`src/ooo_pkg.sv`:
```
package ooo_pkg;

    localparam int XLEN     = 32;
    localparam int NUM_PHYS = 64;

    typedef logic [XLEN-1:0] data_t;
    typedef logic [4:0]      arch_reg_t;
    typedef logic [5:0]      phys_tag_t;  // tag 0 is the hardwired zero
    typedef logic [3:0]      rob_idx_t;
    typedef logic [31:0]     inst_t;

    localparam logic [6:0] OPCODE_OP     = 7'b0110011;
    localparam logic [6:0] FUNCT7_MULDIV = 7'd1;

    typedef enum logic [2:0] {
        ALU_ADD,
        ALU_SUB,
        ALU_AND,
        ALU_OR,
        ALU_XOR,
        ALU_SLT,
        ALU_MUL
    } alu_op_e;

endpackage
```
`src/ooo_ifs.sv`:
```


interface wb_if;
    import ooo_pkg::*;

    logic      valid;
    phys_tag_t dst_tag;
    rob_idx_t  rob_idx;
    data_t     data;

    modport src   (output valid, dst_tag, rob_idx, data);
    modport snoop (input valid, dst_tag, rob_idx, data);
endinterface

```
`src/rob.sv`:
```
`timescale 1ns/1ps

module rob #(
    parameter int ROB_DEPTH = 16
) (
    input  logic               clk,
    input  logic               rst_n,
    input  logic               alloc,
    input  ooo_pkg::arch_reg_t alloc_rd,
    input  ooo_pkg::phys_tag_t alloc_old_tag,
    output ooo_pkg::rob_idx_t  alloc_idx,
    output logic               full,
    wb_if.snoop                wb_alu,
    wb_if.snoop                wb_mul,
    output logic               commit_valid,
    output ooo_pkg::arch_reg_t commit_rd,
    output ooo_pkg::data_t     commit_data,
    output logic               free_valid,
    output ooo_pkg::phys_tag_t free_tag
);
    import ooo_pkg::*;

    arch_reg_t                        rd_q   [ROB_DEPTH];
    phys_tag_t                        old_q  [ROB_DEPTH];
    data_t                            val_q  [ROB_DEPTH];
    logic [ROB_DEPTH-1:0]             done_q;
    rob_idx_t                         head, tail;
    logic [$clog2(ROB_DEPTH+1)-1:0]   count;

    function automatic rob_idx_t incr(rob_idx_t p);
        return (p == rob_idx_t'(ROB_DEPTH - 1)) ? '0 : p + 1'b1;
    endfunction

    assign alloc_idx    = tail;
    assign full         = (count == ROB_DEPTH);
    assign commit_valid = (count != '0) && done_q[head];
    assign commit_rd    = rd_q[head];
    assign commit_data  = val_q[head];
    assign free_valid   = commit_valid && (rd_q[head] != '0);  // x0 holds no tag
    assign free_tag     = old_q[head];

    always_ff @(posedge clk) begin
        if (!rst_n) begin
            head   <= '0;
            tail   <= '0;
            count  <= '0;
            done_q <= '0;
        end else begin
            if (alloc) begin
                rd_q[tail]   <= alloc_rd;
                old_q[tail]  <= alloc_old_tag;
                done_q[tail] <= 1'b0;
                tail         <= incr(tail);
            end
            if (wb_alu.valid) begin
                done_q[wb_alu.rob_idx] <= 1'b1;
                val_q[wb_alu.rob_idx]  <= wb_alu.data;
            end
            if (wb_mul.valid) begin
                done_q[wb_mul.rob_idx] <= 1'b1;
                val_q[wb_mul.rob_idx]  <= wb_mul.data;
            end
            if (commit_valid)
                head <= incr(head);
            count <= count + alloc - commit_valid;
        end
    end

endmodule

```
`src/flat_wrapper.sv`:
```
// flat-port wrapper written by rule: the top's interface ports become plain ports
module rob_flat import ooo_pkg::*;
#(
    parameter int ROB_DEPTH = 16
)
  (clk, rst_n, alloc, alloc_rd, alloc_old_tag, alloc_idx, full, commit_valid, commit_rd, commit_data, free_valid, free_tag, wb_alu_valid, wb_alu_dst_tag, wb_alu_rob_idx, wb_alu_data, wb_mul_valid, wb_mul_dst_tag, wb_mul_rob_idx, wb_mul_data);
  wb_if wb_alu_i ();
  wb_if wb_mul_i ();
  input  logic clk;
  input  logic rst_n;
  input  logic alloc;
  input  ooo_pkg::arch_reg_t alloc_rd;
  input  ooo_pkg::phys_tag_t alloc_old_tag;
  output ooo_pkg::rob_idx_t alloc_idx;
  output logic full;
  output logic commit_valid;
  output ooo_pkg::arch_reg_t commit_rd;
  output ooo_pkg::data_t commit_data;
  output logic free_valid;
  output ooo_pkg::phys_tag_t free_tag;
  input wire logic [$bits(wb_alu_i.valid)-1:0] wb_alu_valid;
  input wire logic [$bits(wb_alu_i.dst_tag)-1:0] wb_alu_dst_tag;
  input wire logic [$bits(wb_alu_i.rob_idx)-1:0] wb_alu_rob_idx;
  input wire logic [$bits(wb_alu_i.data)-1:0] wb_alu_data;
  input wire logic [$bits(wb_mul_i.valid)-1:0] wb_mul_valid;
  input wire logic [$bits(wb_mul_i.dst_tag)-1:0] wb_mul_dst_tag;
  input wire logic [$bits(wb_mul_i.rob_idx)-1:0] wb_mul_rob_idx;
  input wire logic [$bits(wb_mul_i.data)-1:0] wb_mul_data;
  assign wb_alu_i.valid = wb_alu_valid;
  assign wb_alu_i.dst_tag = wb_alu_dst_tag;
  assign wb_alu_i.rob_idx = wb_alu_rob_idx;
  assign wb_alu_i.data = wb_alu_data;
  assign wb_mul_i.valid = wb_mul_valid;
  assign wb_mul_i.dst_tag = wb_mul_dst_tag;
  assign wb_mul_i.rob_idx = wb_mul_rob_idx;
  assign wb_mul_i.data = wb_mul_data;
  rob #(.ROB_DEPTH(ROB_DEPTH)) u_core (.clk(clk), .rst_n(rst_n), .alloc(alloc), .alloc_rd(alloc_rd), .alloc_old_tag(alloc_old_tag), .alloc_idx(alloc_idx), .full(full), .wb_alu(wb_alu_i), .wb_mul(wb_mul_i), .commit_valid(commit_valid), .commit_rd(commit_rd), .commit_data(commit_data), .free_valid(free_valid), .free_tag(free_tag));
endmodule
```
`config.mk`:
```
export PLATFORM = sky130hd
export DESIGN_NAME = rob_flat
export DESIGN_NICKNAME = d
export VERILOG_FILES = /design/src/ooo_pkg.sv /design/src/ooo_ifs.sv /design/src/rob.sv /design/src/flat_wrapper.sv
export SDC_FILE = /design/constraint.sdc
export NUM_CORES = 1
export LEC_CHECK = 0
export ABC_AREA = 0
export BUFFER_PORTS_ARGS = -buffer_cell sky130_fd_sc_hd__buf_2
export CAP_MARGIN = 10
export CORE_UTILIZATION = 62
export DETAILED_ROUTE_END_ITERATION = 12
export PLACE_DENSITY = 0.8
export SYNTH_ARGS = -nofsm -noshare
export SYNTH_HDL_FRONTEND = slang
export SYNTH_SLANG_ARGS = --single-unit
```
`constraint.sdc`:
```
create_clock -name clk -period 5.5 [get_ports clk]
set_input_delay 1.375 -clock clk [delete_from_list [all_inputs] [get_ports clk]]
set_output_delay 1.375 -clock clk [all_outputs]
set_load 0.05 [all_outputs]
```
==> results of run 1 <==
-- critical path: cells and delay by family, from the launching register on --
kind | cells | cell delay [ns]
buf+inv | 2 | 0.82
flops | 1 | 0.66
mux | 2 | 1.14
-- logic make-up after synthesis --
group | Yosys count | share of synthesized area [%]
xor+xnor | 6 | 0.155
mux | 729 | 31.3
fa+ha+maj | 12 | 0.464
simple gates | 112 | 1.79
buf+inv | 187 | 2.35
flops | 721 | 62.8
compound gates | 52 | 1.13
-- placed cells by master (no fill, tap or decap), types with 5 or more instances in the layout --
master     count
a22oi_1       10
a31o_2        12
and2_1         7
buf_12        10
buf_2        137
buf_4         58
bufinv_16      7
clkbuf_1      18
clkbuf_16     77
clkinv_1      16
clkinv_2       8
dfxtp_1       29
edfxtp_1     688
ha_1          11
inv_1         13
inv_6          5
mux2_2       508
mux4_2       215
nand2_1       14
nand2b_1       8
nand3_1       12
nand4_1       11
nor2_1        20
nor2_4         9
nor2b_1        7
o21ai_4        5
o22ai_4        6
xnor2_1        5
-- stage by stage --
step	instances	setup slack, ns	area, um^2
floorplan	1819	0.759	33900
global placement	2546	1.12	35700
detailed placement	2546	1.05	35700
CTS	2684	0.787	38100
global route	2685	0.712	38100
finish	2688	0.823	38200
-- power by group through the flow --
stage / combinational, W / sequential, W / clock, W
after floorplan: 0.000641 / 0.00628 / 0
after global placement: 0.000866 / 0.00629 / 0
after detailed placement: 0.000902 / 0.00630 / 0
after CTS: 0.000910 / 0.00618 / 0.00514
after global routing: 0.000971 / 0.00619 / 0.00533
final: 0.000911 / 0.00618 / 0.00510
-- layout make-up --
| cell class | instances | area share, % |
|---|---|---|
| Multi-Input combinational cell | 911 | 31.8 |
| Antenna cell | 4 | 0.0262 |
| Clock inverter | 39 | 1.02 |
| Sequential cell | 721 | 55.9 |
| Tap cell | 696 | 2.28 |
| Clock buffer | 99 | 5.37 |
| Timing Repair Buffer | 205 | 3.46 |
| Inverter | 13 | 0.128 |
-- routing by layer --
layer  share of wire [%]  GRT usage [%]
met5               0.041              0
met4                 3.4           11.6
met3                 8.9           5.71
met2                  49           49.5
met1                  39           42.9
-- flip-flops by register name, summed over array words and instances (netlist names), named ones only --
register and cells:
u_core.val_q 512, u_core.old_q 96, u_core.done_q 16, u_core.count 5
u_core.alloc_idx 4, u_core.rd_q 80, u_core.head 4
-- worst max path at each step --
| stage | to | cells after the start | slack, ns |
|---|---|---|---|
| global route | commit_data[17] | 4 | 0.71 |
| detailed placement | u_core.val_q[1][25] | 7 | 1.05 |
| finish | commit_data[17] | 4 | 0.82 |
| CTS | commit_data[17] | 4 | 0.79 |
| global placement | u_core.val_q[1][25] | 7 | 1.12 |
| floorplan | u_core.val_q[4][0] | 4 | 0.76 |
==> results.py, run 1 <==
metrics = {
    "status": {
        "status": "complete, no violations",
    },
    "sta": {
        "hold_ws_ns": 0.493,
        "slew_violations": 0,
        "worst_pin_slew_ns": 1.15,
        "rsz0062_at_grt": "false",
        "slew_headroom_pct": 23.0,
        "fin_setup_tns_ns": 0,
        "finalHoldViolations": 0,
        "fin_skew_ns": 0.0214,
        "finalCriticalPeriod_ns": 4.68,
        "fmax_mhz": 214,
        "setup_viol": 0,
        "finalCritPeriodShare_pct": 85.0,
    },
    "synth": {
        "syn_nets": 1931,
        "syn-mean-instance-area_um2": 18.7,
        "ys_types": 50,
        "yosys-top-cells-area": "edfxtp_1 (61%), mux2_2 (17%), mux4_2 (14%)",
        "synth_top_area_share_pct": 60.9,
        "yosysWarnings": 0,
        "synth.most_common_cell": "edfxtp_1",
        "synth_edf_count": 688,
        "synth-seq-cells": 721,
        "netlist_area_um2": 33900,
        "ys_seq_area_share_pct": 62.8,
        "post_synth_inst_count": 1819,
        "yosys.area.top_type": "edfxtp_1",
        "netlist_top_cells_count": "edfxtp_1 (688), mux2_2 (508), mux4_2 (215), clkbuf_1 (95), buf_2 (70)",
        "ys.flop_type": "edfxtp_1",
        "async_flop_share_pct": 0,
    },
    "routing": {
        "drc": 0,
        "vias": 18793,
        "first_pass_iters": 7,
        "ant_nets": 0,
        "drt_wl_total_mm": 85.2,
        "wire_per_inst_um": 31.7,
        "drtIter0Drc": 1813,
        "viasPerCell": 6.99,
    },
    "cts": {
        "cts_tree": "yes",
        "h-tree-depth": 3,
        "clockRootBuffer": "clkbuf_16",
        "cts_resized": 0,
        "clkSlewWorstSetupHoldPaths_ns": 0.06,
        "cts_setup_buffers": 0,
        "cts_buffers": 75,
        "cts_max_path_buffers": 3,
        "cts_sinks": 721,
        "cts_hold_buf": 0,
        "clk_latency_ns": 0.62,
    },
    "global_route": {
        "grt_max_degree": 53,
        "grt_overflow_total": 0,
        "grt_pass1_wl_mm": 125,
        "antenna_found_initial": 7,
        "grt_usage_pct": 30.9,
        "grt_pass1_vias": 19391,
    },
    "setup_path": {
        "r2r-end": "u_core.count[4]",
        "worst_setup_path_start_kind": "flip-flop",
        "r2r_cells": 14,
        "arrival_ns": 3.30,
        "max_stage_delay_ns": 0.66,
        "worstPathRequired_ns": 4.12,
        "path_max_fanout": 24,
        "end_kind": "output port",
        "critPathMostFrequentCell": "mux4_2",
        "rr_startpoint": "u_core.head[0]",
        "cpMaxStageDelayCell": "dfxtp_4",
        "path_cells": "buf_4 > mux4_2 > mux4_2 > buf_2",
        "r2r_slack_ns": 1.91,
        "critPathKind": "flip-flop to output port",
    },
    "floorplan": {
        "initial_core_util_pct": 63.0,
        "fp.coreArea_um2": 53900,
        "std_cell_rows": 85,
        "fp.dieW_um": 236,
        "io_pins": 150,
        "die-area_um2": 55700,
        "fp.dieH_um": 236,
    },
    "min_path": {
        "holdCritPathClass": "flip-flop to flip-flop",
        "hold-path-endpoint": "u_core.done_q[6]",
        "whs_path_depth": 1,
        "worstHoldStart": "u_core.done_q[6]",
    },
    "power": {
        "p_per_area_nw_per_um2": 319,
        "p_sw_w": 0.00268,
        "leakagePower_nw": 12.1,
        "swShare_pct": 22.0,
        "p_total_w": 0.0122,
        "ir_worst_vdd_v": 0.000251,
        "p_int_w": 0.00950,
        "power.share.clock_pct": 41.8,
        "power_frac_seq_pct": 50.7,
        "power_frac_comb_pct": 7.5,
    },
    "placement": {
        "port_buffers": 137,
        "hpwl_mm": 47.0,
        "finalWeightedCongestion": 0.789,
    },
    "layout": {
        "seq_area_um2": 21300,
        "area_growth_pct": 12.4,
        "multiInputGateArea_um2": 12100,
        "drive_above_1_share_pct": 54.6,
        "nets": 2039,
        "final_core_util_pct": 70.8,
        "nFillCells": 3199,
    },
    "flow_run": {
        "drv_cap": 0,
    },
}
No activity file was read; power rests on OpenSTA's default activity.
==> run 2, diff against run 1 <==
--- a/config.mk
+++ b/config.mk
@@ -10,6 +10,7 @@
 export CAP_MARGIN = 10
 export CORE_UTILIZATION = 62
 export DETAILED_ROUTE_END_ITERATION = 12
+export MAX_ROUTING_LAYER = met4
 export PLACE_DENSITY = 0.8
 export SYNTH_ARGS = -nofsm -noshare
 export SYNTH_HDL_FRONTEND = slang
==> results.py, run 2 (synthesis gave the netlist of run 1 again) <==
metrics = {
    "layout": {
        "largest_register_ffs": 512,
        "nets": 2039,
        "nFillCells": 3198,
        "final_common_cell": "edfxtp_1",
        "final_cell_mix": "edfxtp_1 (688), mux2_2 (508), mux4_2 (215)",
        "largestRegisters": "u_core.val_q: 512 flops, u_core.old_q: 96 flops, u_core.rd_q: 80 flops",
        "regMostFlops": "u_core.val_q",
        "area_growth_pct": 12.4,
        "seq_area_um2": 21300,
        "final_core_util_pct": 70.8,
        "drive_above_1_share_pct": 54.6,
        "multiInputGateArea_um2": 12100,
    },
    "placement": {
        "finalWeightedCongestion": 0.802,
        "hpwl_mm": 47.0,
        "port_buffers": 137,
    },
    "sta": {
        "fmax_mhz": 214,
        "fin_setup_tns_ns": 0,
        "finalHoldViolations": 0,
        "fin_skew_ns": 0.0245,
        "worst_pin_slew_ns": 1.16,
        "slew_violations": 0,
        "rsz0062_at_grt": "false",
        "setup_viol": 0,
        "finalCriticalPeriod_ns": 4.67,
        "slew_headroom_pct": 22.7,
        "finalCritPeriodShare_pct": 84.9,
    },
    "routing": {
        "drc": 0,
        "drt_wl_total_mm": 85.1,
        "drtIter0Drc": 1747,
        "vias": 18708,
        "wire_per_inst_um": 31.6,
        "ant_nets": 0,
        "viasPerCell": 6.95,
        "first_pass_iters": 5,
    },
    "floorplan": {
        "fp.dieH_um": 236,
        "fp.coreArea_um2": 53900,
        "io_pins": 150,
        "fp.dieW_um": 236,
        "die-area_um2": 55700,
        "std_cell_rows": 85,
        "initial_core_util_pct": 63.0,
    },
    "setup_path": {
        "path_max_fanout": 24,
        "r2r-end": "u_core.count[4]",
        "worstPathRequired_ns": 4.12,
        "r2r_cells": 14,
        "critPathKind": "flip-flop to output port",
        "rr_startpoint": "u_core.head[0]",
        "worst_setup_path_start_kind": "flip-flop",
        "end_kind": "output port",
        "r2r_slack_ns": 1.89,
        "arrival_ns": 3.30,
        "crit_end": "commit_data[17]",
    },
    "cts": {
        "cts_sinks": 721,
        "cts_setup_buffers": 0,
        "cts_resized": 0,
        "cts_max_path_buffers": 3,
        "cts_hold_buf": 0,
        "clockRootBuffer": "clkbuf_16",
        "cts_buffers": 75,
        "cts_tree": "yes",
        "clkSlewWorstSetupHoldPaths_ns": 0.06,
        "clk_latency_ns": 0.62,
        "h-tree-depth": 3,
    },
    "power": {
        "p_sw_w": 0.00268,
        "power_frac_seq_pct": 50.8,
        "power.share.clock_pct": 41.8,
        "ir_worst_vdd_v": 0.000247,
        "p_int_w": 0.00950,
        "power_frac_comb_pct": 7.5,
        "swShare_pct": 22.0,
        "p_per_area_nw_per_um2": 319,
        "leakagePower_nw": 12.1,
        "p_total_w": 0.0122,
    },
    "global_route": {
        "antenna_found_initial": 7,
        "grt_pass1_vias": 19357,
        "grt_usage_pct": 31.9,
        "grt_pass1_wl_mm": 125,
        "grt_overflow_total": 0,
        "grt_max_degree": 53,
    },
    "min_path": {
        "holdCritPathClass": "flip-flop to flip-flop",
    },
    "flow_run": {
        "drv_cap": 0,
    },
    "status": {
        "status": "complete, no violations",
    },
}
==> run 2: cell count changes in the layout (fill, tap and decap cells not counted) <==
cell / previous run / this run
diode_2: 4 / 6
==> run 2: per-stage QoR <==
step,area [um^2],setup slack [ns],instances,hold slack (ns)
2_1_floorplan,33900,0.759,1819,0.457
3_3_place_gp,35700,1.12,2546,0.469
3_5_place_dp,35700,1.05,2546,0.475
4_1_cts,38100,0.787,2684,0.488
5_1_grt,38200,0.716,2690,0.508
6_report,38200,0.828,2690,0.491
==> run 2: metal layers <==
layer	vias to the layer above	GRT usage (%)	routed length (um)
met2	991	49.6	42100
met3	177	5.59	7710
met5	-	-	0
met4	0	11.1	2350
li1	7664	-	-
met1	9876	43.0	32900
==> run 2: worst min path at each step <==
stage | start | end | slack, ns | cells after the start
after CTS | u_core.done_q[7] | u_core.done_q[7] | 0.49 | 1
after global routing | u_core.done_q[10] | u_core.done_q[10] | 0.51 | 1
after detailed placement | u_core.done_q[7] | u_core.done_q[7] | 0.47 | 1
after global placement | u_core.done_q[6] | u_core.done_q[6] | 0.47 | 1
final | u_core.done_q[6] | u_core.done_q[6] | 0.49 | 1
after floorplan | u_core.done_q[1] | u_core.done_q[1] | 0.46 | 2
==> run 2: cell type report <==
cell class	instances	area share (%)
flip-flops and latches	721	55.9
inverters	13	0.128
repair buffers	205	3.46
multi-input cells	911	31.8
clock inverters	39	1.02
diodes	6	0.0393
clock buffers	99	5.37
well taps	696	2.28
==> run 2: power groups by stage <==
stage / clock network [W] / registers [W] / logic [W]
after CTS: 0.00514 / 0.00618 / 0.000910
after floorplan: 0 / 0.00628 / 0.000641
after global placement: 0 / 0.00629 / 0.000866
after global routing: 0.00534 / 0.00619 / 0.000971
final: 0.00509 / 0.00618 / 0.000911
after detailed placement: 0 / 0.00630 / 0.000902
==> run 2: critical path, stage by stage (launching register included) <==
cell     delay (ns)
dfxtp_4        0.66
buf_4          0.56
mux4_2         0.59
mux4_2         0.54
buf_2          0.25
==> run 3, diff against run 2 <==
==> constraint.sdc (replaced) <==
create_clock -name clk -period 4.55 [get_ports clk]
set_input_delay 1.1375 -clock clk [delete_from_list [all_inputs] [get_ports clk]]
set_output_delay 1.1375 -clock clk [all_outputs]
set_load 0.05 [all_outputs]
==> results.py, run 3 (synthesis gave the netlist of run 1 again) <==
metrics = {
    "routing": {
        "drtIter0Drc": 2367,
        "viasPerCell": 6.92,
        "first_pass_iters": 5,
        "drc": 0,
        "ant_nets": 0,
        "wire_per_inst_um": 31.3,
        "vias": 18669,
        "drt_wl_total_mm": 84.4,
    },
    "layout": {
        "area_growth_pct": 12.9,
        "stdcell_count": 2696,
        "final_common_cell": "edfxtp_1",
        "drive_above_1_share_pct": 54.7,
        "regMostFlops": "u_core.val_q",
        "largest_register_ffs": 512,
        "nets": 2040,
        "final_cell_mix": "edfxtp_1 (688), mux2_2 (508), mux4_2 (215)",
        "nFillCells": 3166,
        "largestRegisters": "u_core.val_q: 512 flops, u_core.old_q: 96 flops, u_core.rd_q: 80 flops",
    },
    "global_route": {
        "grt_max_degree": 55,
        "grt_usage_pct": 31.9,
        "grt_pass1_vias": 19214,
        "antenna_found_initial": 7,
        "grt_overflow_total": 0,
        "grt_pass1_wl_mm": 124,
    },
    "placement": {
        "finalWeightedCongestion": 0.816,
        "place_inst": 2547,
        "port_buffers": 137,
        "hpwl_mm": 47.3,
    },
    "sta": {
        "worst_pin_slew_ns": 1.15,
        "finalCriticalPeriod_ns": 4.20,
        "fin_skew_ns": 0.0214,
        "rsz0062_at_grt": "false",
        "fin_setup_tns_ns": 0,
        "slew_violations": 0,
        "setup_viol": 0,
        "finalCritPeriodShare_pct": 92.3,
        "finalHoldViolations": 0,
        "slew_headroom_pct": 23.1,
        "fmax_mhz": 238,
    },
    "power": {
        "leakagePower_nw": 12.1,
        "p_total_w": 0.0146,
        "ir_worst_vdd_v": 0.000243,
        "p_per_area_nw_per_um2": 382,
    },
    "cts": {
        "cts_hold_buf": 0,
        "cts_tree": "yes",
        "cts_setup_buffers": 0,
        "clk_latency_ns": 0.62,
        "h-tree-depth": 3,
        "clockRootBuffer": "clkbuf_16",
        "clkSlewWorstSetupHoldPaths_ns": 0.06,
        "cts_buffers": 75,
        "cts_max_path_buffers": 3,
        "cts_resized": 0,
        "cts_sinks": 721,
    },
    "floorplan": {
        "fp.coreArea_um2": 53900,
        "initial_core_util_pct": 63.0,
        "std_cell_rows": 85,
        "fp.dieW_um": 236,
        "fp.dieH_um": 236,
        "io_pins": 150,
        "die-area_um2": 55700,
    },
    "setup_path": {
        "arrival_ns": 3.06,
        "end_kind": "output port",
        "path_max_fanout": 39,
        "path_cells": "buf_12 > mux4_2 > a22oi_1 > nand2_1 > nor3_1 > a21oi_1 > buf_2",
        "worst_setup_path_start_kind": "flip-flop",
        "worstPathRequired_ns": 3.41,
        "max_stage_delay_ns": 0.87,
        "cpMaxStageDelayCell": "dfxtp_4",
        "critPathKind": "flip-flop to output port",
    },
    "status": {
        "status": "complete, no violations",
    },
    "min_path": {
        "holdCritPathClass": "flip-flop to flip-flop",
    },
    "flow_run": {
        "drv_cap": 0,
    },
}
[run 3: changes by cell type in the layout (fill, tap and decap cells not counted), moves of 3 or more]
| cell | delta |
|---|---|
| buf_12 | +14 |
| buf_4 | -13 |
| diode_2 | +4 |
| clkbuf_1 | +3 |
| clkbuf_8 | -3 |
| clkinv_8 | +3 |
[run 3: final timing paths]
| kind | to | from | cells after the start | slack (ns) |
|---|---|---|---|---|
| setup / recovery | free_valid | flip-flop | 7 | 0.35 |
| hold / removal | u_core.done_q[12] | u_core.done_q[12] | 1 | 0.49 |
| setup reg to reg | u_core.count[4] | u_core.head[0] | 14 | 0.96 |
| hold reg to reg | u_core.done_q[12] | u_core.done_q[12] | 1 | 0.49 |
[run 3: stage by stage]
stage	cell area [um^2]	utilization, %	hold WS, ns	setup slack [ns]
floorplan	33900	-	0.457	0.0469
global placement	35900	66.6	0.470	0.852
detailed placement	35900	66.6	0.480	0.802
CTS	38300	71.0	0.494	0.314
global route	38300	71.1	0.512	0.261
finish	38300	71.1	0.495	0.353
[run 3: worst max-delay path, delay by kind of cell, from the launching register on]
family / cells / cell delay (ns)
AO/OA/AOI/OAI: 2 / 0.32
AND/OR/NAND/NOR: 2 / 0.38
flip-flops: 1 / 0.87
buffers and inverters: 2 / 0.50
multiplexers: 1 / 0.33
[run 3: area by class of cell]
type                       count  area (um^2)  share of cell area, %
antenna                       10         25.0                 0.0653
inverter                      13         48.8                  0.127
multi-input combinational    911        12100                   31.7
clock inverter                41          415                   1.08
sequential                   721        21300                   55.7
timing repair buffer         206         1500                   3.92
tap                          696          871                   2.27
clock buffer                  98         1990                   5.20
[run 3: per-layer routing]
metal / share of wire, % / track usage [%] / vias up
li1: - / - / 7688
met1: 39 / 43.5 / 9754
met2: 49 / 49.3 / 1064
met3: 9.4 / 5.70 / 163
met4: 2.8 / 10.4 / 0
met5: 0 / - / -
[run 3: where the power goes]
group | switching (W) | internal (W) | total (W)
logic | 0.000620 | 0.000490 | 0.00111
clock network | 0.00255 | 0.00351 | 0.00606
registers | 0.0000491 | 0.00742 | 0.00747
