`src/ooo_pkg.sv`:
```
package ooo_pkg;

    localparam int XLEN     = 32;
    localparam int NUM_PHYS = 64;

    typedef logic [XLEN-1:0] data_t;
    typedef logic [4:0]      arch_reg_t;
    typedef logic [5:0]      phys_tag_t;  // tag 0 is the hardwired zero
    typedef logic [3:0]      rob_idx_t;
    typedef logic [31:0]     inst_t;

    localparam logic [6:0] OPCODE_OP     = 7'b0110011;
    localparam logic [6:0] FUNCT7_MULDIV = 7'd1;

    typedef enum logic [2:0] {
        ALU_ADD,
        ALU_SUB,
        ALU_AND,
        ALU_OR,
        ALU_XOR,
        ALU_SLT,
        ALU_MUL
    } alu_op_e;

endpackage
```
`src/ooo_ifs.sv`:
```


interface issue_if;
    import ooo_pkg::*;

    logic      valid;
    alu_op_e   op;
    data_t     a;
    data_t     b;
    phys_tag_t dst_tag;
    rob_idx_t  rob_idx;

    modport src (output valid, op, a, b, dst_tag, rob_idx);
    modport dst (input valid, op, a, b, dst_tag, rob_idx);
endinterface

interface wb_if;
    import ooo_pkg::*;

    logic      valid;
    phys_tag_t dst_tag;
    rob_idx_t  rob_idx;
    data_t     data;

    modport src   (output valid, dst_tag, rob_idx, data);
    modport snoop (input valid, dst_tag, rob_idx, data);
endinterface

```
`src/mul_unit.sv`:
```
`timescale 1ns/1ps

module mul_unit #(
    parameter int MUL_LATENCY = 3
) (
    input  logic clk,
    input  logic rst_n,
    issue_if.dst iss,
    wb_if.src    wb
);
    import ooo_pkg::*;

    logic [MUL_LATENCY-1:0] vld_q;
    phys_tag_t              tag_q  [MUL_LATENCY];
    rob_idx_t               idx_q  [MUL_LATENCY];
    data_t                  prod_q [MUL_LATENCY];

    always_ff @(posedge clk) begin
        if (!rst_n) begin
            vld_q <= '0;
        end else begin
            vld_q[0] <= iss.valid;
            for (int s = 1; s < MUL_LATENCY; s++) begin
                vld_q[s] <= vld_q[s-1];
            end
        end
    end

    always_ff @(posedge clk) begin
        tag_q[0]  <= iss.dst_tag;
        idx_q[0]  <= iss.rob_idx;
        prod_q[0] <= iss.a * iss.b;  // low word only
        for (int s = 1; s < MUL_LATENCY; s++) begin
            tag_q[s]  <= tag_q[s-1];
            idx_q[s]  <= idx_q[s-1];
            prod_q[s] <= prod_q[s-1];
        end
    end

    assign wb.valid   = vld_q[MUL_LATENCY-1];
    assign wb.dst_tag = tag_q[MUL_LATENCY-1];
    assign wb.rob_idx = idx_q[MUL_LATENCY-1];
    assign wb.data    = prod_q[MUL_LATENCY-1];

endmodule

```
`src/flat_wrapper.sv`:
```
// flat-port wrapper written by rule: the top's interface ports become plain ports
module mul_unit_flat import ooo_pkg::*;
#(
    parameter int MUL_LATENCY = 3
)
  (clk, rst_n, iss_valid, iss_op, iss_a, iss_b, iss_dst_tag, iss_rob_idx, wb_valid, wb_dst_tag, wb_rob_idx, wb_data);
  issue_if iss_i ();
  wb_if wb_i ();
  input  logic clk;
  input  logic rst_n;
  input wire logic [$bits(iss_i.valid)-1:0] iss_valid;
  input wire logic [$bits(iss_i.op)-1:0] iss_op;
  input wire logic [$bits(iss_i.a)-1:0] iss_a;
  input wire logic [$bits(iss_i.b)-1:0] iss_b;
  input wire logic [$bits(iss_i.dst_tag)-1:0] iss_dst_tag;
  input wire logic [$bits(iss_i.rob_idx)-1:0] iss_rob_idx;
  output wire logic [$bits(wb_i.valid)-1:0] wb_valid;
  output wire logic [$bits(wb_i.dst_tag)-1:0] wb_dst_tag;
  output wire logic [$bits(wb_i.rob_idx)-1:0] wb_rob_idx;
  output wire logic [$bits(wb_i.data)-1:0] wb_data;
  assign iss_i.valid = iss_valid;
  assign iss_i.op = iss_op;
  assign iss_i.a = iss_a;
  assign iss_i.b = iss_b;
  assign iss_i.dst_tag = iss_dst_tag;
  assign iss_i.rob_idx = iss_rob_idx;
  assign wb_valid = wb_i.valid;
  assign wb_dst_tag = wb_i.dst_tag;
  assign wb_rob_idx = wb_i.rob_idx;
  assign wb_data = wb_i.data;
  mul_unit #(.MUL_LATENCY(MUL_LATENCY)) u_core (.clk(clk), .rst_n(rst_n), .iss(iss_i), .wb(wb_i));
endmodule
```
`config.mk`:
```
export PLATFORM = sky130hd
export DESIGN_NAME = mul_unit_flat
export DESIGN_NICKNAME = d
export VERILOG_FILES = /design/src/ooo_pkg.sv /design/src/ooo_ifs.sv /design/src/mul_unit.sv /design/src/flat_wrapper.sv
export SDC_FILE = /design/constraint.sdc
export NUM_CORES = 1
export LEC_CHECK = 0
export BUFFER_PORTS_ARGS = -buffer_cell sky130_fd_sc_hd__buf_2
export CAP_MARGIN = 20
export CORE_MARGIN = 10
export CORE_UTILIZATION = 50
export CTS_BUF_LIST = sky130_fd_sc_hd__clkbuf_16
export DETAILED_ROUTE_END_ITERATION = 7
export PLACE_DENSITY_LB_ADDON = 0.2
export SETUP_SLACK_MARGIN = 0.2
export SYNTH_ARGS = -nofsm -noshare
export SYNTH_HDL_FRONTEND = slang
export SYNTH_SLANG_ARGS = --single-unit
```
`constraint.sdc`:
```
create_clock -name clk -period 23.9 [get_ports clk]
set_clock_uncertainty 0.1 [all_clocks]
set_input_delay 7.17 -clock clk [delete_from_list [all_inputs] [get_ports clk]]
set_output_delay 7.17 -clock clk [all_outputs]
set_load 0.03 [all_outputs]
```
==> results of run 1 <==
==> flip-flops by register name, summed over array words and instances, names as in the netlist <==
| name | cells |
|---|---|
| u_core.tag_q | 18 |
| u_core.idx_q | 12 |
| u_core.prod_q | 96 |
| u_core.vld_q | 3 |
==> logic make-up (layout without fill, tap and decap cells) <==
family	Yosys count	after routing	synth area share [%]
flops	129	129	13.84
buf+inv	485	515	10.60
fa+ha+maj	531	531	52.03
mux	1	1	0.05365
simple gates	570	570	16.70
xor+xnor	87	87	4.084
compound gates	71	71	2.696
==> cells in the mapped netlist, types with 2 or more instances <==
cell type,n
nand2b_1,3
inv_1,362
a21oi_2,3
or3_1,3
nand3_1,5
nand4_1,2
o21ai_0,12
o31ai_1,2
dfxtp_1,129
o21bai_1,5
a32oi_1,2
o21a_1,3
and3_1,3
clkbuf_1,81
xor2_1,21
a31oi_1,2
nand2_1,169
nor2_1,9
xnor2_1,66
buf_4,42
a211oi_1,3
ha_1,123
fa_1,408
a21o_1,9
and2_1,373
a21oi_1,16
==> how the worst min path moves through the flow <==
stage / start / depth (start not counted) / end / slack (ps)
6_report: u_core.prod_q[0][28] / 0 / u_core.prod_q[0][60] / 220
5_1_grt: u_core.prod_q[0][2] / 0 / u_core.prod_q[0][34] / 230
4_1_cts: u_core.prod_q[0][1] / 0 / u_core.prod_q[0][33] / 220
3_5_place_dp: u_core.prod_q[0][13] / 0 / u_core.prod_q[0][45] / 210
3_3_place_gp: u_core.prod_q[0][40] / 0 / u_core.prod_q[0][72] / 210
2_1_floorplan: u_core.idx_q[0][6] / 0 / u_core.idx_q[0][10] / 210
==> routing by layer <==
metal,part of all wire [%],routed length [µm],global-route usage [%],vias up
li1,-,-,-,5448
met1,42,18140,25.62,6289
met2,51,21800,35.06,266
met3,3.8,1630,2.625,61
met4,3.6,1541,8.580,0
met5,0,0,0,-
==> final cells by class <==
| cell class | count | area share, % |
|---|---|---|
| tap | 468 | 2.954 |
| multi-input combinational | 1260 | 71.13 |
| clock inverter | 15 | 0.8080 |
| inverter | 362 | 6.856 |
| timing repair buffer | 121 | 3.081 |
| clock buffer | 17 | 2.146 |
| sequential | 129 | 13.03 |
==> per-stage QoR <==
stage	setup WS, ps	area [µm²]	cells	utilization (%)
after floorplan	10310	18660	1874	-
after global placement	9061	19230	2340	52.41
final	9435	19820	2372	54.01
after detailed placement	8983	19230	2340	52.41
after CTS	9437	19820	2372	54.01
after global routing	9149	19820	2372	54.01
==> summary.md, run 1 <==
| Metric | Value |
|---|---|
| Post-DRT Antenna Nets | 0 |
| Largest net degree at the start of global routing | 33 |
| Seq/Total Area, Yosys | 13.84% |
| Synth top area cells | fa_1, dfxtp_1, and2_1 |
| Crit path DAT | approximately 15000 ps |
| GR Overflow Total | 0 |
| Outcome | finished clean |
| Gates resized, CTS repair | 0 |
| WP depth | 23 |
| DR DRC count | 0 |
| Leading cell type in the layout, fill and taps excluded | fa_1 |
| Slew Viols, Final | 0 |
| Post-synth EDFFs | 0 |
| Full die area | around 45000 µm² |
| Crit Reg-Reg Startpoint | u_core.vld_q[0] |
| Post-Route WL | 43.11 mm |
| Crit path time final | 14470 ps |
| Postcts setup bufs | 0 |
| Nets | roughly 2500 |
| Setup_tns | 0 ps |
| Worst R2R Path Depth | 1 |
| Family with the most delay on the worst path | adder cells |
| Slowest stage delay, CP | 600 ps |
| Hold Fails Final Rpt | 0 |
| Fillers | 3303 |
| Flops & latches, synth | 129 |
| H-tree levels | 4 |
| GR Util All Layers | 20.46% |
| Clk slew on worst S/H paths | 70 ps |
| CP Data Required Time | approximately 24000 ps |
| DRT Pass-1 Iters | 4 |
| Area growth syn-to-layout | 6.230% |
| Drt initial violations | 556 |
| Reg-to-reg slack, setup | ~23000 ps |
| Post-Syn Instances | 1874 |
| Max_cap viols | 0 |
| Die Wd | around 210 µm |
| Buf/Inv on CP | 5 |
| Final hold slack | 221.1 ps |
| Crit path max fanout | 30 |
| Synth async-reset ratio | 0% |
| Sequential Area | 2582 µm² |
| Post-synth top area share | 43.78% |
| CP most frequent cell | fa_1 |
| Max_slew headroom | 41.01% |
| Post-DP HPWL | 33.96 mm |
| DR WL/cell | about 18 µm |
| Hold Crit Class | flip-flop to flip-flop |
| Mean post-synth cell area | 9.956 µm² |
| Vias/cell | 5.086 |
| Post-CTS Hold Fix Bufs | 0 |
| Period utilisation layout | 60.52% |
| Syn_nets | 2485 |
| Cell Area, Synth | 18660 µm² |
| Synth Flop Type | dfxtp_1 |
| Number of antenna diodes | 0 |
| Startpoint types | input pin |
| Row cnt | 70 |
| Yosys warning count | 0 |
| Die H | 213.2 µm |
| Footprint of the multi-input gates | approximately 14000 µm² |
| RSZ-0062 raised after global routing | false |
| Core area | 36700 µm² |
| CTS Buf Count | 17 |
| Crit. Startpoint | iss_b[2] |
| Vias | between 10000 and 15000 |
| Setup crit end | u_core.prod_q[0][31] |
| Cell Chain, Critical Path | buf_2 -> and2_1 -> fa_1 -> inv_1 -> fa_1 -> fa_1 -> fa_1 -> inv_1 -> fa_1 -> inv_1 -> fa_1 -> inv_1 -> fa_1 -> fa_1 -> ha_1 -> o21a_1 -> a21oi_1 -> a21oi_1 -> o21a_1 -> a311oi_1 -> o311ai_1 -> o31ai_1 -> xnor2_1 |
| Reg2reg end | u_core.vld_q[1] |
| # clock sinks | 129 |
| GP Congestion | 0.8613 |
| First-pass GRT wire length | 71.40 mm |
| FMAX | approximately 70 MHz |
| Slowest CP cell | a311oi_1 |
| Ports | 123 |
| Most frequent cells in the layout | fa_1, and2_1, inv_1 |
| Initial Util | 50.84% |
| CTS tree | built |
| Clock latency on the worst-skew pair | around 450 ps |
| Port-buffer cells | 119 |
| Final setup violation count | 0 |
| Distinct cell type count after synthesis | 44 |
| Clk buf depth | 2 |
| CP endpoint kind | flip-flop |
| WS Path Type | input pin to flip-flop |
| Vias in the first global route | 13450 |
| Share of layout cells above drive strength 1 | between 8 and 9% |
| Antenna violations before repair | 0 |
| Largest area contributor in the netlist | fa_1 |
| Clock root cell | clkbuf_16 |
| Worst slew pin tran | 877.4 ps |
Power of run 1 is left out: the tool's default activity adds up to more than one toggle a clock period on the data nets, which glitch-free logic cannot reach.
==> run 2: changes to the inputs <==
- ABC_AREA: not set -> 1
- clock period: 23.9 -> 12.45 ns (I/O delays scaled with it)
==> summary.md, run 2 <==
| Metric | Value |
|---|---|
| Outcome | finished clean (unchanged) |
| Die Wd | 219.3 µm (was 213.2 µm) |
| WS Path Type | input pin to flip-flop (unchanged) |
| Row cnt | 72 (was 70) |
| GP Congestion | 0.8810 (was 0.8613) |
| Largest net degree at the start of global routing | 34 (was 33) |
| CP endpoint kind | flip-flop (unchanged) |
| Clock latency on the worst-skew pair | 440 ps (was 450 ps) |
| Vias in the first global route | 15730 (was 13450) |
| Crit path time final | 10470 ps |
| Sequential Area | 2582 µm² (unchanged) |
| Slowest stage delay, CP | 630 ps (was 600 ps) |
| Final setup violation count | 0 (unchanged) |
| Syn_nets | 3107 (was 2485) |
| Seq/Total Area, Yosys | 13.00% (was 13.84%) |
| Die H | 219.3 µm (was 213.2 µm) |
| Post-Route WL | 48.22 mm (was 43.11 mm) |
| Hold Fails Final Rpt | 0 (unchanged) |
| Cell Chain, Critical Path | buf_2 -> nand2_1 -> inv_1 -> fa_1 -> inv_1 -> fa_1 -> fa_1 -> fa_1 -> inv_1 -> fa_1 -> fa_1 -> fa_1 -> fa_1 -> ha_1 -> nand2_1 -> nor2_1 -> inv_1 -> nor3_1 -> nand4_1 -> nand3_1 -> a21oi_1 -> xnor2_1 (was buf_2 -> and2_1 -> fa_1 -> inv_1 -> fa_1 -> fa_1 -> fa_1 -> inv_1 -> fa_1 -> inv_1 -> fa_1 -> inv_1 -> fa_1 -> fa_1 -> ha_1 -> o21a_1 -> a21oi_1 -> a21oi_1 -> o21a_1 -> a311oi_1 -> o311ai_1 -> o31ai_1 -> xnor2_1) |
| GR Overflow Total | 0 (unchanged) |
| Nets | 3101 (was 2502) |
| DR DRC count | 0 (unchanged) |
| Leading cell type in the layout, fill and taps excluded | inv_1 (was fa_1) |
| Max_cap viols | 0 (unchanged) |
| Buf/Inv on CP | 5 (unchanged) |
| CP Data Required Time | 12680 ps (was 24190 ps) |
| Yosys warning count | 0 (unchanged) |
| Distinct cell type count after synthesis | 37 (was 44) |
| Core Util, Final | 53.72% (was 54.01%) |
| Port-buffer cells | 119 (unchanged) |
| Drt initial violations | 781 (was 556) |
| Largest register by flop count | u_core.prod_q (unchanged) |
| Crit path max fanout | 31 (was 30) |
| Fillers | 3647 (was 3303) |
| CP most frequent cell | fa_1 (unchanged) |
| Ports | 123 (unchanged) |
| Period utilisation layout | a little over four fifths |
| Post-Place Setup Slack | 1612 ps (was 8983 ps) |
| CTS tree | built (unchanged) |
| Synth top area cells | fa_1, inv_1, nand2_1 (was fa_1, dfxtp_1, and2_1) |
| Post-DP HPWL | 38.95 mm (was 33.96 mm) |
| Vias/cell | 4.809 (was 5.086) |
| Share of layout cells above drive strength 1 | 6.872% (was 8.298%) |
| Full die area | 48100 µm² (was 45440 µm²) |
| Finished Cell Area | 20960 µm² (was 19820 µm²) |
| Clk buf depth | 2 (unchanged) |
| Gates resized, CTS repair | 0 (unchanged) |
| Crit path DAT | 10700 ps (was 14750 ps) |
| Postcts setup bufs | 0 (unchanged) |
| DR WL/cell | 15.96 µm (was 18.17 µm) |
| H-tree levels | 4 (unchanged) |
| CTS Buf Count | 17 (unchanged) |
| Post-Place Cell Area | 20370 µm² (was 19230 µm²) |
| FMAX | 95.48 MHz |
| Antenna violations before repair | 1 (was 0) |
| Largest area contributor in the netlist | fa_1 (unchanged) |
| Max reg flops | 96 (unchanged) |
| Slew Viols, Final | 0 (unchanged) |
| Synth Flop Type | dfxtp_1 (unchanged) |
| Mean post-synth cell area | 7.958 µm² (was 9.956 µm²) |
| Most frequent cell after synthesis | inv_1 (was fa_1) |
| Largest registers | u_core.prod_q (96), u_core.tag_q (18), u_core.idx_q (12) (unchanged) |
| Clk slew on worst S/H paths | 60 ps (was 70 ps) |
| First-pass GRT wire length | 79.43 mm (was 71.40 mm) |
| Flops & latches, synth | 129 (unchanged) |
| GR Util All Layers | 20.92% (was 20.46%) |
| Area growth syn-to-layout | 5.505% (was 6.230%) |
| Synth async-reset ratio | 0% (unchanged) |
| Initial Util | 50.92% (was 50.84%) |
| Most frequent cells in the layout | inv_1, nand2_1, fa_1 (was fa_1, and2_1, inv_1) |
| Slowest CP cell | nor3_1 (was a311oi_1) |
| Post-CTS Hold Fix Bufs | 0 (unchanged) |
| Startpoint types | input pin (unchanged) |
| Post-DRT Antenna Nets | 0 (unchanged) |
| Post-Syn Instances | 2496 (was 1874) |
| Vias | 14530 (was 12060) |
| # clock sinks | 129 (unchanged) |
| DRT Pass-1 Iters | 5 (was 4) |
| Clock root cell | clkbuf_16 (unchanged) |
| Family with the most delay on the worst path | adder cells (unchanged) |
| Commonest cells post-synth | inv_1, nand2_1, fa_1, dfxtp_1, ha_1 (was fa_1, and2_1, inv_1, nand2_1, dfxtp_1) |
| Post-route worst setup slack | 1977 ps (was 9435 ps) |
| Footprint of the multi-input gates | 13500 µm² (was 14100 µm²) |
| Worst slew pin tran | 825.2 ps (was 877.4 ps) |
| RSZ-0062 raised after global routing | false (unchanged) |
| Hold Crit Class | flip-flop to flip-flop (unchanged) |
| Post-synth top area share | 41.12% (was 43.78%) |
| Post-synth EDFFs | 0 (unchanged) |
| Cell Area, Synth | 19860 µm² (was 18660 µm²) |
| Max_slew headroom | 44.56% (was 41.01%) |
| Setup_tns | 0 ps (unchanged) |
| Core area | 39010 µm² (was 36700 µm²) |
==> run 2: changes by cell type in the layout (fill, tap and decap cells not counted), sizes merged, moves of 7 or more <==
cell   before  now
a21o        9    2
a21oi      19   29
and2      373    0
inv       367  812
nand2     169  698
nand3       5   42
nor2        9   24
xnor2      66   18
==> run 2: worst paths after layout <==
kind                               end  slack, ps                  from  cells past startpoint
hold / removal    u_core.prod_q[0][43]        220  u_core.prod_q[0][11]                      0
setup reg to reg       u_core.vld_q[1]      11870       u_core.vld_q[0]                      2
setup / recovery  u_core.prod_q[0][27]       1980              iss_b[2]                     22
hold reg to reg   u_core.prod_q[0][43]        220  u_core.prod_q[0][11]                      0
==> run 2: routing by layer <==
metal / GRT usage [%] / wire length [µm] / vias to the layer above
li1: - / - / 6814
met1: 26.29 / 20130 / 7263
met2: 36.51 / 24350 / 388
met3: 2.669 / 2536 / 66
met4: 7.010 / 1192 / 2
met5: 0 / 13 / -
==> run 2: metrics by stage <==
stage	std cells	hold slack, ps
after global placement	2989	209.6
after detailed placement	2989	212.1
after floorplan	2496	209.6
after global routing	3021	223.4
final	3022	221.7
after CTS	3021	219.7
==> run 2: kinds of logic (layout without fill, tap and decap cells) <==
family / after synthesis / after routing / synth area share, %
other: 0 / 1 / 0
AOI/OAI and AO/OA: 60 / 60 / 1.827
adders and majority gates: 531 / 531 / 48.87
xor gates and xnor gates: 40 / 40 / 1.802
and+or+nand+nor: 783 / 783 / 15.45
buffers and inverters: 953 / 960 / 19.05
DFF: 129 / 129 / 13.00
==> run 2: area by class of cell <==
class                   instances  area share, %
diodes                          1        0.01194
clock buffers                  17          2.030
clock inverters                15         0.7523
inverters                     806          14.44
multi-input cells            1414          64.40
flip-flops and latches        129          12.32
well taps                     518          3.093
repair buffers                122          2.949
Power of run 2 is left out for the same reason.
==> run 3: changes to the inputs <==
- clock period: 12.45 -> 9.2 ns (I/O delays scaled with it)
==> summary.md, run 3 (synthesis results as in run 2) <==
| Metric | Value |
|---|---|
| GP Congestion | 0.9143 (was 0.8810) |
| GR Overflow Total | 0 (unchanged) |
| Initial Util | 50.92% (unchanged) |
| CP Data Required Time | 9440 ps (was 12680 ps) |
| DR WL/cell | 15.66 µm (was 15.96 µm) |
| GR Util All Layers | 21.42% (was 20.92%) |
| Hold Crit Class | flip-flop to flip-flop (unchanged) |
| Post-CTS Hold Fix Bufs | 0 (unchanged) |
| Row cnt | 72 (unchanged) |
| Area growth syn-to-layout | 10.93% (was 5.505%) |
| Vias | 14960 (was 14530) |
| First-pass GRT wire length | 81.02 mm (was 79.43 mm) |
| FMAX | 113.5 MHz |
| Vias in the first global route | 16190 (was 15730) |
| Antenna violations before repair | 2 (was 1) |
| Crit path time final | 8810 ps |
| Ports | 123 (unchanged) |
| Startpoint types | input pin (unchanged) |
| H-tree levels | 4 (unchanged) |
| Largest net degree at the start of global routing | 21 (was 34) |
| WS Path Type | input pin to flip-flop (unchanged) |
| Slew Viols, Final | 0 (unchanged) |
| Clk slew on worst S/H paths | 70 ps (was 60 ps) |
| Setup_tns | 0 ps (unchanged) |
| Post-DRT Antenna Nets | 0 (unchanged) |
| Fin cells | 3139 (was 3022) |
| Period utilisation layout | 95.76% |
| Clock root cell | clkbuf_16 (unchanged) |
| Clock latency on the worst-skew pair | 440 ps (about the same) |
| Max reg flops | 96 (unchanged) |
| Full die area | 48100 µm² (unchanged) |
| Core area | 39010 µm² (unchanged) |
| DRT Pass-1 Iters | 5 (unchanged) |
| Port-buffer cells | 119 (unchanged) |
| Post-DP HPWL | 41.93 mm (was 38.95 mm) |
| Final setup violation count | 0 (unchanged) |
| Placed cell count | 3107 (was 2989) |
| CP endpoint kind | flip-flop (unchanged) |
| Largest registers | u_core.prod_q (96), u_core.tag_q (18), u_core.idx_q (12) (unchanged) |
| Clk buf depth | 2 (unchanged) |
| Leading cell type in the layout, fill and taps excluded | inv_1 (unchanged) |
| Share of layout cells above drive strength 1 | 11.52% (was 6.872%) |
| Vias/cell | 4.766 (was 4.809) |
| Largest register by flop count | u_core.prod_q (unchanged) |
| Nets | 3219 (was 3101) |
| Outcome | finished clean (unchanged) |
| Max_cap viols | 0 (unchanged) |
| Number of antenna diodes | 0 (was 1) |
| RSZ-0062 raised after global routing | true (was false) |
| Crit path DAT | 9050 ps (was 10700 ps) |
| Most frequent cells in the layout | inv_1, nand2_1, fa_1 (unchanged) |
| CTS Buf Count | 17 (unchanged) |
| DR DRC count | 0 (unchanged) |
| Hold Fails Final Rpt | 0 (unchanged) |
| Crit path max fanout | 13 (was 31) |
| # clock sinks | 129 (unchanged) |
| Die Wd | 219.3 µm (unchanged) |
| CTS tree | built (unchanged) |
| Reg-to-reg slack, setup | 8620 ps (was 11870 ps) |
| Worst slew pin tran | 538.7 ps (was 825.2 ps) |
| Drt initial violations | 838 (was 781) |
| Post-Route WL | 49.15 mm (was 48.22 mm) |
| Die H | 219.3 µm (unchanged) |
| Max_slew headroom | 64.09% (was 44.56%) |
==> run 3: cell type report <==
type | count | area [µm²]
clock buffer | 17 | 425.4
sequential | 129 | 2582
timing repair buffer | 240 | 1657
inverter | 806 | 3025
clock inverter | 15 | 141.4
multi-input combinational | 1414 | 13550
fill | 3580 | 16970
tap | 518 | 648.1
==> run 3: worst max-delay path, stage by stage <==
cell	delay [ps]
clkbuf_4	240
buf_4	190
nand2_1	60
inv_1	50
fa_1	500
inv_1	60
fa_1	570
fa_1	540
inv_1	60
fa_1	540
inv_1	50
fa_1	480
fa_1	520
fa_1	440
fa_1	620
inv_1	70
ha_1	290
buf_4	150
a221oi_1	330
o21a_1	170
nand2_1	170
nand3_1	150
nand2_1	50
==> run 3: timing repair <==
action / 4_1_cts / 5_1_grt
endpoints found under the hold margin: 0 / 0
setup endpoints to repair: 0 / 9
resized for setup: 0 / 17
buffers inserted: 0 / 0
==> run 3: final timing paths <==
check                                         from                    to  cells after the start
worst max-delay path                     iss_a[12]  u_core.prod_q[0][31]                     23
worst max register to register     u_core.vld_q[1]       u_core.vld_q[2]                      2
worst min register to register  u_core.idx_q[0][3]    u_core.idx_q[0][7]                      0
worst min-delay path            u_core.idx_q[0][3]    u_core.idx_q[0][7]                      0
==> run 3: through the flow <==
step / hold WS, ps / cell area [µm²] / utilization (%) / setup WS (ps)
floorplan: 209.6 / 19860 / - / 273.5
global placement: 209.9 / 21390 / 54.85 / -71.96
detailed placement: 212.1 / 21390 / 54.85 / -141.7
CTS: 217.8 / 21960 / 56.30 / 331.6
global route: 229.0 / 22030 / 56.49 / 161.1
finish: 219.6 / 22030 / 56.49 / 389.9
==> run 3: per-layer routing <==
metal	track usage, %	routed length [µm]
met4	6.619	1221
met2	38.42	25190
met1	26.23	20450
met5	0	27
met3	2.737	2262
Power of run 3 is left out for the same reason.
